## config.mk

```make
export PLATFORM = sky130hd
export DESIGN_NAME = ifu_top
export DESIGN_NICKNAME = d
export VERILOG_FILES = /design/src/ifu_cfg_pkg.sv /design/src/ifu_isa_pkg.sv /design/src/ifu_ctrl_if.sv /design/src/ifu_predecode.sv /design/src/ifu_fetch_ctrl.sv /design/src/ifu_pc_gen.sv /design/src/ifu_ir_stage.sv /design/src/ifu_top.sv
export SDC_FILE = /design/constraint.sdc
export NUM_CORES = 1
export LEC_CHECK = 0
export BUFFER_PORTS_ARGS = -buffer_cell sky130_fd_sc_hd__buf_2
export CORE_MARGIN = 2
export CORE_UTILIZATION = 45
export DETAILED_ROUTE_END_ITERATION = 8
export GPL_TIMING_DRIVEN = 0
export PLACE_DENSITY = 0.86
export RECOVER_POWER = 25
export SYNTH_ARGS = -nofsm -noshare
export SYNTH_HDL_FRONTEND = slang
export SYNTH_SLANG_ARGS = --single-unit
export TNS_END_PERCENT = 5
```

## constraint.sdc

```tcl
create_clock -name clk -period 4.62 [get_ports clk]
set_input_delay 0.462 -clock clk [delete_from_list [all_inputs] [get_ports clk]]
set_output_delay 0.462 -clock clk [all_outputs]
set_load 0.005 [all_outputs]
```

## src/ifu_cfg_pkg.sv

```systemverilog
// Configuration defaults shared by the fetch unit and its testbench
// Instruction word is fixed at 32 bits; compressed forms use the lower half

package ifu_cfg_pkg;

  ////////////////////////////////////////////////////////////
  // Instruction word
  ////////////////////////////////////////////////////////////

  // One fetch returns one full word
  localparam int INSTR_W = 32;

  typedef logic [INSTR_W-1:0] instr_t;

  ////////////////////////////////////////////////////////////
  // Address width
  ////////////////////////////////////////////////////////////

  // Default PC width, overridden from the top level (16 to 32)
  localparam int PC_W_DEFAULT = 32;

endpackage

```

## src/ifu_isa_pkg.sv

```systemverilog
// RV32IC encodings needed by the fetch predecoder
// Only JAL, conditional branches, C.J, C.BEQZ and C.BNEZ are recognized
// JALR and C.JAL are treated as plain sequential instructions

package ifu_isa_pkg;

  ////////////////////////////////////////////////////////////
  // 32-bit encodings
  ////////////////////////////////////////////////////////////

  // Low two bits of a 32-bit instruction
  localparam logic [1:0] LEN_MASK_32 = 2'b11;

  // Major opcodes, bits [6:0]
  localparam logic [6:0] OPC_JAL    = 7'b1101111;
  localparam logic [6:0] OPC_BRANCH = 7'b1100011;

  ////////////////////////////////////////////////////////////
  // Compressed encodings
  ////////////////////////////////////////////////////////////

  // Quadrant 1 holds the compressed jumps and branches
  localparam logic [1:0] C_QUAD1 = 2'b01;

  // C.J uses funct3 = 101
  localparam logic [2:0] C_J_FUNCT = 3'b101;

  // C.BEQZ (110) and C.BNEZ (111) share the upper two funct3 bits
  localparam logic [1:0] C_BRANCH_FUNCT = 2'b11;

  ////////////////////////////////////////////////////////////
  // Predecode result
  ////////////////////////////////////////////////////////////

  localparam int OFST_W = 32;

  typedef struct packed {
    logic              rv32;   // 32-bit instruction
    logic              taken;  // Jump, or branch with negative offset
    logic [OFST_W-1:0] ofst;   // Sign-extended target offset
  } pdec_t;

endpackage

```

## src/ifu_ctrl_if.sv

```systemverilog
// Fetch-control events, computed once in the control stage
// All members are single-cycle combinational strobes or flag copies

`timescale 1ns/1ps

interface ifu_ctrl_if;

  logic req_hsk;     // Fetch request transferred
  logic rsp_hsk;     // Fetch response transferred
  logic flush_now;   // External flush present this cycle
  logic flush_pend;  // Accepted flush whose redirect has not gone out
  logic reset_req;   // First fetch after reset is due

  // Producer side
  modport ctrl (output req_hsk, rsp_hsk, flush_now, flush_pend, reset_req);

  // PC generation needs every event
  modport pc (input req_hsk, rsp_hsk, flush_now, flush_pend, reset_req);

  // IR stage only cares about responses and flushes
  modport ir (input rsp_hsk, flush_now, flush_pend);

endinterface

```

## src/ifu_predecode.sv

```systemverilog
// Combinational predecoder on the raw fetch response
// Output is only meaningful in a cycle where a response is valid

`timescale 1ns/1ps

module ifu_predecode
  import ifu_cfg_pkg::*;
  import ifu_isa_pkg::*;
(
  input  instr_t instr,
  output pdec_t  pdec
);

  logic              is_rv32;
  logic              is_jal;
  logic              is_bxx;
  logic              is_cj;
  logic              is_cbxx;
  logic [OFST_W-1:0] jal_imm;
  logic [OFST_W-1:0] bxx_imm;
  logic [OFST_W-1:0] cj_imm;
  logic [OFST_W-1:0] cb_imm;
  logic [OFST_W-1:0] ofst;

  ////////////////////////////////////////////////////////////
  // Length and type
  ////////////////////////////////////////////////////////////

  assign is_rv32 = (instr[1:0] == LEN_MASK_32);
  assign is_jal  = is_rv32 & (instr[6:0] == OPC_JAL);
  assign is_bxx  = is_rv32 & (instr[6:0] == OPC_BRANCH);

  // Quadrant 1, funct3 in bits [15:13]
  assign is_cj   = (instr[1:0] == C_QUAD1) & (instr[15:13] == C_J_FUNCT);
  assign is_cbxx = (instr[1:0] == C_QUAD1) & (instr[15:14] == C_BRANCH_FUNCT);

  ////////////////////////////////////////////////////////////
  // Immediates, all sign-extended from bit 31 or bit 12
  ////////////////////////////////////////////////////////////

  // J-type
  assign jal_imm = {{12{instr[31]}}, instr[19:12], instr[20], instr[30:21], 1'b0};
  // B-type
  assign bxx_imm = {{20{instr[31]}}, instr[7], instr[30:25], instr[11:8], 1'b0};
  // CJ format, offset[11|4|9:8|10|6|7|3:1|5]
  assign cj_imm  = {{21{instr[12]}}, instr[8], instr[10:9], instr[6], instr[7],
                    instr[2], instr[11], instr[5:3], 1'b0};
  // CB format, offset[8|4:3] and [7:6|2:1|5]
  assign cb_imm  = {{24{instr[12]}}, instr[6:5], instr[2], instr[11:10],
                    instr[4:3], 1'b0};

  always_comb begin
    ofst = '0;
    if (is_jal) ofst = jal_imm;
    if (is_bxx) ofst = bxx_imm;
    if (is_cj)  ofst = cj_imm;
    if (is_cbxx) ofst = cb_imm;
  end

  // Jumps always taken, branches only backward
  assign pdec.rv32  = is_rv32;
  assign pdec.taken = is_jal | is_cj | ((is_bxx | is_cbxx) & ofst[OFST_W-1]);
  assign pdec.ofst  = ofst;

endmodule

```

## src/ifu_fetch_ctrl.sv

```systemverilog
// Fetch-bus control with a single outstanding request
// Flush is always acknowledged; a flush the bus cannot take is held pending
// Halt waits for the outstanding response to be valid before acknowledging

`timescale 1ns/1ps

module ifu_fetch_ctrl (
  input  logic     clk,
  input  logic     rst_n,
  input  logic     req_ready,
  input  logic     rsp_valid,
  input  logic     flush_req,
  input  logic     halt_req,
  input  logic     ir_ready,
  output logic     req_valid,
  output logic     rsp_ready,
  output logic     halt_ack,
  ifu_ctrl_if.ctrl ctrl
);

  logic reset_flag;
  logic reset_req_r;
  logic flush_pend_r;
  logic out_flag;
  logic halt_ack_r;
  logic flush_any;
  logic fetch_hold;
  logic new_req;
  logic no_outs;

  ////////////////////////////////////////////////////////////
  // Handshakes and request conditions
  ////////////////////////////////////////////////////////////

  assign ctrl.req_hsk    = req_valid & req_ready;
  assign ctrl.rsp_hsk    = rsp_valid & rsp_ready;
  assign ctrl.flush_now  = flush_req;
  assign ctrl.flush_pend = flush_pend_r;
  assign ctrl.reset_req  = reset_req_r;

  assign flush_any  = flush_req | flush_pend_r;
  // Stay quiet until halt_ack has dropped again
  assign fetch_hold = halt_req | halt_ack_r;
  assign new_req    = ~reset_flag & ~fetch_hold;
  // A valid response means the last request has come back
  assign no_outs    = ~out_flag | rsp_valid;

  // Flushed responses are always dropped; otherwise accept only
  // together with the next request
  assign rsp_ready = flush_any | (out_flag & ir_ready & req_ready & ~fetch_hold);

  // Next request once the outstanding one is gone or leaving
  assign req_valid = (new_req | reset_req_r | flush_any) & (~out_flag | ctrl.rsp_hsk);

  ////////////////////////////////////////////////////////////
  // Control flags
  ////////////////////////////////////////////////////////////

  always_ff @(posedge clk) begin
    if (!rst_n) begin
      reset_flag   <= 1'b1;
      reset_req_r  <= 1'b0;
      flush_pend_r <= 1'b0;
      out_flag     <= 1'b0;
      halt_ack_r   <= 1'b0;
    end else begin
      reset_flag <= 1'b0;
      // Reset fetch raised on the first cycle out of reset
      if (reset_flag) begin
        reset_req_r <= 1'b1;
      end else if (ctrl.req_hsk) begin
        reset_req_r <= 1'b0;
      end
      // A flush not issued this cycle is remembered, new flush wins
      if (flush_req & ~ctrl.req_hsk) begin
        flush_pend_r <= 1'b1;
      end else if (ctrl.req_hsk) begin
        flush_pend_r <= 1'b0;
      end
      // Set wins over clear when both transfer together
      if (ctrl.req_hsk) begin
        out_flag <= 1'b1;
      end else if (ctrl.rsp_hsk) begin
        out_flag <= 1'b0;
      end
      if (halt_req & ~halt_ack_r & no_outs) begin
        halt_ack_r <= 1'b1;
      end else if (halt_ack_r & ~halt_req) begin
        halt_ack_r <= 1'b0;
      end
    end
  end

  assign halt_ack = halt_ack_r;

endmodule

```

## src/ifu_pc_gen.sv

```systemverilog
// Next fetch address, one shared adder behind an operand mux
// Prediction only counts in a cycle where the response is accepted
// Result always has bit 0 cleared

`timescale 1ns/1ps

module ifu_pc_gen
  import ifu_cfg_pkg::*;
  import ifu_isa_pkg::*;
#(
  parameter int PC_W = PC_W_DEFAULT
) (
  input  logic            clk,
  input  logic            rst_n,
  input  logic [PC_W-1:0] pc_rtvec,
  input  logic [PC_W-1:0] flush_op1,
  input  logic [PC_W-1:0] flush_op2,
  input  pdec_t           pdec,
  ifu_ctrl_if.pc          ctrl,
  output logic [PC_W-1:0] req_pc,
  output logic [PC_W-1:0] pc
);

  logic            bjp_req;
  logic [PC_W-1:0] incr;
  logic [PC_W-1:0] add_op1;
  logic [PC_W-1:0] add_op2;
  logic [PC_W-1:0] pc_sum;

  assign bjp_req = pdec.taken & ctrl.rsp_hsk;
  // Compressed instructions step by 2
  assign incr    = pdec.rv32 ? PC_W'(4) : PC_W'(2);

  ////////////////////////////////////////////////////////////
  // Operand select in priority order
  ////////////////////////////////////////////////////////////

  always_comb begin
    add_op1 = pc;
    add_op2 = incr;
    if (ctrl.flush_now) begin
      add_op1 = flush_op1;
      add_op2 = flush_op2;
    end else if (ctrl.flush_pend) begin
      // PC already holds the flush target
      add_op2 = '0;
    end else if (bjp_req) begin
      add_op2 = pdec.ofst[PC_W-1:0];
    end else if (ctrl.reset_req) begin
      add_op1 = pc_rtvec;
      add_op2 = '0;
    end
  end

  assign pc_sum = add_op1 + add_op2;
  assign req_pc = {pc_sum[PC_W-1:1], 1'b0};

  // Tracks the request in flight, or the pending flush target
  always_ff @(posedge clk) begin
    if (!rst_n) begin
      pc <= '0;
    end else if (ctrl.req_hsk | ctrl.flush_now) begin
      pc <= req_pc;
    end
  end

endmodule

```

## src/ifu_ir_stage.sv

```systemverilog
// Instruction register stage with valid/ready toward the decoder
// Upper IR half only loads for 32-bit instructions

`timescale 1ns/1ps

module ifu_ir_stage
  import ifu_cfg_pkg::*;
  import ifu_isa_pkg::*;
#(
  parameter int PC_W = PC_W_DEFAULT
) (
  input  logic            clk,
  input  logic            rst_n,
  input  instr_t          rsp_instr,
  input  logic            rsp_err,
  input  pdec_t           pdec,
  input  logic [PC_W-1:0] pc,
  input  logic            o_ready,
  ifu_ctrl_if.ir          ctrl,
  output logic            ir_ready,
  output logic            o_valid,
  output instr_t          o_ir,
  output logic [PC_W-1:0] o_pc,
  output logic            o_prdt_taken,
  output logic            o_buserr
);

  localparam int HALF_W = INSTR_W / 2;

  logic              valid_set;
  logic              valid_clr;
  logic [HALF_W-1:0] ir_hi;
  logic [HALF_W-1:0] ir_lo;

  // Responses during a flush are dropped
  assign valid_set = ctrl.rsp_hsk & ~ctrl.flush_now & ~ctrl.flush_pend;
  assign valid_clr = o_valid & (o_ready | ctrl.flush_now);
  // Empty or being drained this cycle
  assign ir_ready  = ~o_valid | valid_clr;

  always_ff @(posedge clk) begin
    if (!rst_n) begin
      o_valid <= 1'b0;
    end else if (valid_set) begin
      o_valid <= 1'b1;
    end else if (valid_clr) begin
      o_valid <= 1'b0;
    end
  end

  ////////////////////////////////////////////////////////////
  // Payload
  ////////////////////////////////////////////////////////////

  always_ff @(posedge clk) begin
    if (valid_set) begin
      ir_lo        <= rsp_instr[HALF_W-1:0];
      o_pc         <= pc;
      o_buserr     <= rsp_err;
      o_prdt_taken <= pdec.taken;
    end
    // Saves toggling the upper half on compressed code
    if (valid_set & pdec.rv32) begin
      ir_hi <= rsp_instr[INSTR_W-1:HALF_W];
    end
  end

  assign o_ir = {ir_hi, ir_lo};

endmodule

```

## src/ifu_top.sv

```systemverilog
// Fetch front end top level, plain ports only
// One request outstanding at a time, responses returned in order

`timescale 1ns/1ps

module ifu_top
  import ifu_cfg_pkg::*;
  import ifu_isa_pkg::*;
#(
  parameter int PC_W = PC_W_DEFAULT
) (
  input  logic            clk,
  input  logic            rst_n,
  input  logic [PC_W-1:0] pc_rtvec,
  // Fetch bus
  output logic            req_valid,
  input  logic            req_ready,
  output logic [PC_W-1:0] req_pc,
  input  logic            rsp_valid,
  output logic            rsp_ready,
  input  instr_t          rsp_instr,
  input  logic            rsp_err,
  // Downstream
  output logic            o_valid,
  input  logic            o_ready,
  output instr_t          o_ir,
  output logic [PC_W-1:0] o_pc,
  output logic            o_prdt_taken,
  output logic            o_buserr,
  // Flush and halt
  input  logic            flush_req,
  output logic            flush_ack,
  input  logic [PC_W-1:0] flush_op1,
  input  logic [PC_W-1:0] flush_op2,
  input  logic            halt_req,
  output logic            halt_ack
);

  logic            ir_ready;
  logic [PC_W-1:0] pc;
  pdec_t           pdec;

  ifu_ctrl_if ctrl_if ();

  // Flush never stalls the pipeline
  assign flush_ack = 1'b1;

  ifu_fetch_ctrl u_fetch_ctrl (
    .clk       (clk),
    .rst_n     (rst_n),
    .req_ready (req_ready),
    .rsp_valid (rsp_valid),
    .flush_req (flush_req),
    .halt_req  (halt_req),
    .ir_ready  (ir_ready),
    .req_valid (req_valid),
    .rsp_ready (rsp_ready),
    .halt_ack  (halt_ack),
    .ctrl      (ctrl_if.ctrl)
  );

  ifu_predecode u_predecode (
    .instr (rsp_instr),
    .pdec  (pdec)
  );

  ifu_pc_gen #(.PC_W(PC_W)) u_pc_gen (
    .clk       (clk),
    .rst_n     (rst_n),
    .pc_rtvec  (pc_rtvec),
    .flush_op1 (flush_op1),
    .flush_op2 (flush_op2),
    .pdec      (pdec),
    .ctrl      (ctrl_if.pc),
    .req_pc    (req_pc),
    .pc        (pc)
  );

  ifu_ir_stage #(.PC_W(PC_W)) u_ir_stage (
    .clk          (clk),
    .rst_n        (rst_n),
    .rsp_instr    (rsp_instr),
    .rsp_err      (rsp_err),
    .pdec         (pdec),
    .pc           (pc),
    .o_ready      (o_ready),
    .ctrl         (ctrl_if.ir),
    .ir_ready     (ir_ready),
    .o_valid      (o_valid),
    .o_ir         (o_ir),
    .o_pc         (o_pc),
    .o_prdt_taken (o_prdt_taken),
    .o_buserr     (o_buserr)
  );

endmodule

```

* Yosys cells after proc, flatten, opt, wreduce, memory -nomap -nowiden *
Index checks and enable logic that the tools add are counted.

operators by class
  add/subtract/negate cells = 1
  eq/ne operators = 6
  muxes and demuxes = 23
  bitwise operators = 43
  reductions and logical operators = 5

operators by type and width
  cell                  count
  $mux W32              12
  $add A32 B32 Y32      1
  $and A1 B1 Y1         21
  $eq A7 B7 Y1 const B  2
  $or A1 B1 Y1          13
  $mux W1               10
  $reduce_bool A2 Y1    5
  $not A1 Y1            9
  $eq A2 B2 Y1 const B  2
  $eq A3 B3 Y1 const B  1
  $mux W3               1
  $eq A2 B1 Y1 const B  1

storage, ports and cells
  register bits after elaboration = 102
  input bits = 136

* Depth between registers and ports, before layout *
  word-level depth = 14
  depth in mapped cells = 18
  gate-level depth less buffers = 16

* Modules after synthesis *
A second synthesis with hierarchy kept.

second synthesis, totals
  cells, all modules = 678
  area, all modules = 6640.1 sq um

by module, submodules not included
  module          instances  cells an instance  area an instance (sq um)  sequential area each (sq um)
  ifu_pc_gen      1          509                3857.4                    620.6
  ifu_ir_stage    1          74                 2063.2                    2001.9
  ifu_predecode   1          66                 469.2                     0.0
  ifu_fetch_ctrl  1          27                 239.0                     100.1
  ifu_top         1          2                  11.3                      0.0

* Worst setup path after synthesis *
No wires, ideal clock.

  kind = input-to-output
  start = input rsp_instr[14]
  end = output req_pc[30]
  arrival = 4549 ps
  setup slack = -391 ps
  stages on the path = 16
  buffers on the path = 2
  cells stage by stage = clkbuf_1 -> mux2i_1 -> o21ai_1 -> o2bb2ai_1 -> clkbuf_1 -> mux2i_1 -> o21ai_0 -> fa_1 -> a211o_1 -> a311o_1 -> a221oi_2 -> a31oi_1 -> o41ai_4 -> o21ai_1 -> a21oi_1 -> xnor2_1

between the ends
  word-level cells in the longest chain between the ends = 11

RTL lines
  what                line                 RTL
  from (decl)         ifu_top.sv:21        input instr_t rsp_instr,
  $eq A3 B3 Y1        ifu_predecode.sv:34  assign is_cj = (instr[1:0] == C_QUAD1) & (instr[15:13] == C_J_FUNCT);
  $and A1 B1 Y1       ifu_predecode.sv:34
  $mux W32            ifu_predecode.sv:56  if (is_cj) ofst = cj_imm;
  $mux W32            ifu_predecode.sv:57  if (is_cbxx) ofst = cb_imm;
  $and A1 B1 Y1       ifu_predecode.sv:62  assign pdec.taken = is_jal | is_cj | ((is_bxx | is_cbxx) & ofst[OFST_W-1]);
  $or A1 B1 Y1        ifu_predecode.sv:62
  $and A1 B1 Y1       ifu_pc_gen.sv:30     assign bjp_req = pdec.taken & ctrl.rsp_hsk;
  $mux W32            ifu_pc_gen.sv:47     end else if (bjp_req) begin
  $mux W32            ifu_pc_gen.sv:44     end else if (ctrl.flush_pend) begin
  $mux W32            ifu_pc_gen.sv:41     if (ctrl.flush_now) begin
  $add A32 B32 Y32 *  ifu_pc_gen.sv:55     assign pc_sum = add_op1 + add_op2;
  to (decl)           ifu_top.sv:18        output logic [PC_W-1:0] req_pc,

Mark *: on every way between the ends. The rest lies on a longest branch, timed or not.

* Final worst setup path *
  start = input rsp_instr[3]
  end = output req_pc[30]

between the ends
  word-level cells in the longest chain between the ends = 13

RTL lines
  what                line                 RTL
  $eq A7 B7 Y1        ifu_predecode.sv:30  assign is_jal = is_rv32 & (instr[6:0] == OPC_JAL);
  $and A1 B1 Y1       ifu_predecode.sv:30
  $mux W32            ifu_predecode.sv:54  if (is_jal) ofst = jal_imm;
  $mux W32            ifu_predecode.sv:55  if (is_bxx) ofst = bxx_imm;
  $mux W32            ifu_predecode.sv:56
  $mux W32            ifu_predecode.sv:57
  $and A1 B1 Y1       ifu_predecode.sv:62
  $or A1 B1 Y1        ifu_predecode.sv:62
  $and A1 B1 Y1       ifu_pc_gen.sv:30
  $mux W32            ifu_pc_gen.sv:47
  $mux W32            ifu_pc_gen.sv:44
  $mux W32            ifu_pc_gen.sv:41
  $add A32 B32 Y32 *  ifu_pc_gen.sv:55

Marks and branches as above.

==> run metrics <==
status=finished, violations left; violated checks=setup timing; Post-DRT Antenna Nets=0; fmax=194 MHz; Distinct cells, synth=69; via count=6852; Req. time, crit path=roughly 4200 ps; max_slew headroom=27.4%; Async S/R FF share, synth=0%; Hold Path Origin=rsp_err; Setup Skew=roughly 8.7 ps; WHS Endpoint=u_ir_stage.o_buserr; Startpoint Class=primary input; worst vdd ir=0.179 mV; cell row count=43; max cap viols=0; clock-pin slew on the worst setup and hold paths=70 ps; layout cell share with drive strength beyond 1=around 34%; met3 Usage GRT=5.91%; register area=between 2000 and 3000 µm²; kind of critical path=primary input to primary output; vias in the first global route=around 6500; setup ws final=-543 ps; Post-synth EDFFs=65; Cell Area, Synth=between 6000 and 7000 µm²; core area=13900 µm²; post-synthesis sequential area ratio=between 40% and 50%; RSZ-0062 raised after global routing=yes; most frequent cells in the layout=buf_2 (211), nand2_1 (135), edfxtp_1 (65); worst-path fanout max=5; mean post-synth cell area=between 9 and 10 µm²; final hold vios=0; Reg2Reg Capture Point=u_pc_gen.pc[24]; Final Setup Violations=16; worst r2r src=u_fetch_ctrl.ctrl.flush_pend; met2 Use GR=52.4%; pwr/cell area=around 310 nW/µm²; largest net degree at the start of global routing=19; cell count after synthesis=around 700; drt initial violations=622; GR Overflow Total=0; clk buf depth=2; antenna violations before repair=0; Inst Count DP=approximately 1100; CP peak stage delay=430 ps; largest cells by area after synthesis=edfxtp_1 (30%), dfxtp_1 (12%), nand2_1 (7.9%), ha_1 (5.8%), mux2i_1 (5.3%); CTS tree=yes; fill count=about 1200; Multi-input gate area=3810 µm²; WL per Instance=19.5 µm; commonest non-fill, non-tap cell in the layout=buf_2; Min Clock Period, post-route=5160 ps; Buf/Inv on CP=6; hpwl dp=16.9 mm; crit path cell chain=buf_8 > or3b_4 > a2111oi_4 > buf_4 > o2bb2ai_4 > clkbuf_8 > buf_12 > mux2i_1 > o21ai_1 > ha_1 > o21a_1 > a311o_1 > a221oi_4 > a31oi_4 > o41ai_4 > buf_4 > o21ai_2 > a21oi_2 > xnor2_1 > buf_2; Initial Util=46.2%; WHS Path Cells=1; final wirelength=23.0 mm; first-pass GRT wire length=33.8 mm; CTS Buf Count=9; largest area contributor in the netlist=edfxtp_1; Port-buffer cells=roughly 230; fin crit share=112%; Detailed Routing Iterations Pass 1=7; Reg2Reg Setup Slack=300 ps; Worst Path Arrival=about 4700 ps; post-DR vias/cell=around 5.8; CTS Hold Buffers Added=0; busiest grt layer=met2; H-tree level count=3; post-synthesis register bit count=roughly 100; post-route insts no fill=1180; Slew Limit Fails=0; GR Layer Usage met1=35.1%; final hold slack=between 200 and 300 ps; worst hold path class=primary input to register; Main synth FF type=edfxtp_1; Yosys top cell area share=30.3%; most frequent CP cell=buf_4; Area growth, synth to finish=37.8%; Clock Sink Count=102; Slew @ Worst Pin=1080 ps; CP Capture Type=primary output; die extent in x=around 120 µm; Vert. Die Dim=124 µm; family with the most delay on the worst path=compound AO/OA/AOI/OAI gates; Synth warnings=0; DRC=0; Worst R2R Path Depth=19; Tot GR Track Use=29.6%; nets@finish=1161; die area=around 15000 µm²; clk_lat worst skew=360 ps; Top-Level Pins=239; Crit-path slowest cell=o41ai_4; Leakage=about 3.9 nW; GP Congestion=~0.96; Clock Root Buffer=clkbuf_16
==> cell usage after synthesis (4+ instances only) <==
cell type and number:
a21oi_1 57, nor3_1 11, xor2_1 10, o211ai_1 10, mux2i_1 34, inv_1 15
nor2_1 27, dfxtp_1 37, xnor2_1 18, nand2_1 136, a21o_1 12, nand4_1 4
nand3_1 15, nand2b_1 4, o2bb2ai_1 5, o21a_1 8, ha_1 30, o21ai_1 5
a22o_1 12, a31oi_1 10, o21ai_0 61, nor2b_1 7, or3_1 5, and3_1 4
clkbuf_1 34, a211o_1 4, edfxtp_1 65, nor4b_1 5
==> timing repair <==
item	4_1_cts	5_1_grt
gates cloned	1	0
endpoints found under the setup margin	41	25
gates resized for setup	76	6
pin swaps	38	7
setup buffers	36	4
==> per-stage QoR <==
step,cell area [µm²],power (mW),TNS [ps],util (%),worst slack (ps)
global route,8860,2.89,-7570,63.6,-679
detailed placement,7960,1.90,-20820,57.1,-1230
CTS,8840,2.75,-3600,63.4,-484
global placement,7870,1.88,-24020,56.5,-1050
floorplan,6470,1.58,0,-,2.95
finish,8860,2.77,-4690,63.6,-543
==> state kept, by name, indices dropped and copies added, names as in the netlist <==
signal	count
u_ir_stage.o_prdt_taken	1
u_ir_stage.ir_hi	16
u_fetch_ctrl.halt_ack	1
u_ir_stage.o_pc	31
u_ir_stage.o_valid	1
u_fetch_ctrl.ctrl.reset_req	1
u_fetch_ctrl.reset_flag	1
u_ir_stage.o_buserr	1
u_ir_stage.ir_lo	16
u_fetch_ctrl.out_flag	1
u_pc_gen.pc	31
u_fetch_ctrl.ctrl.flush_pend	1
==> final cells by class <==
type	instances	share of cell area [%]
clock buffers	9	2.54
multi-input cells	552	43.0
repair buffers	279	18.0
flip-flops and latches	102	30.4
well taps	180	2.54
inverters	15	0.635
clock inverters	7	0.635
plain buffers	35	2.24
diodes	1	0.0282
==> kinds of logic after synthesis <==
group,after synthesis,share of synthesized area (%)
simple gates,240,17.2
compound gates,216,22.1
flops,102,41.8
buf+inv,56,3.50
mux,34,5.29
fa+ha+maj,31,6.14
xor+xnor,28,3.81
other cells,2,0.117
==> routing by layer <==
metal | vias up | part of all wire, %
li1 | 3179 | -
met2 | 419 | 49
met1 | 3191 | 38
met4 | 0 | 3.3
met3 | 63 | 9.2
met5 | - | 0
==> power by group <==
part           switching (mW)  internal (mW)
logic                   0.517          0.422
registers              0.0452           1.05
clock network           0.366          0.373
==> worst register-to-register path: stages, from the launching register on <==
cell and delay [ps]:
dfxtp_2 390, nor2b_1 300, o21ai_1 210, o2bb2ai_4 250, clkbuf_8 190, buf_12 110
mux2i_1 180, o21ai_1 100, ha_1 330, o21a_1 200, a311o_1 370, a221oi_4 350
a31oi_4 160, o41ai_4 430, buf_4 180, buf_4 100, buf_4 110, xnor2_2 110
nand2_1 60, a21oi_1 150
==> how the worst max path moves through the flow <==
stage | startpoint | end | cells after the start
final | rsp_instr[3] | req_pc[30] | 20
after global routing | rsp_instr[3] | req_pc[30] | 20
after CTS | rsp_instr[3] | req_pc[28] | 19
after detailed placement | o_ready | req_pc[29] | 16
after global placement | rsp_instr[14] | req_pc[29] | 17
after floorplan | rsp_instr[2] | req_pc[30] | 15
Power figures use the tool's default switching activity.
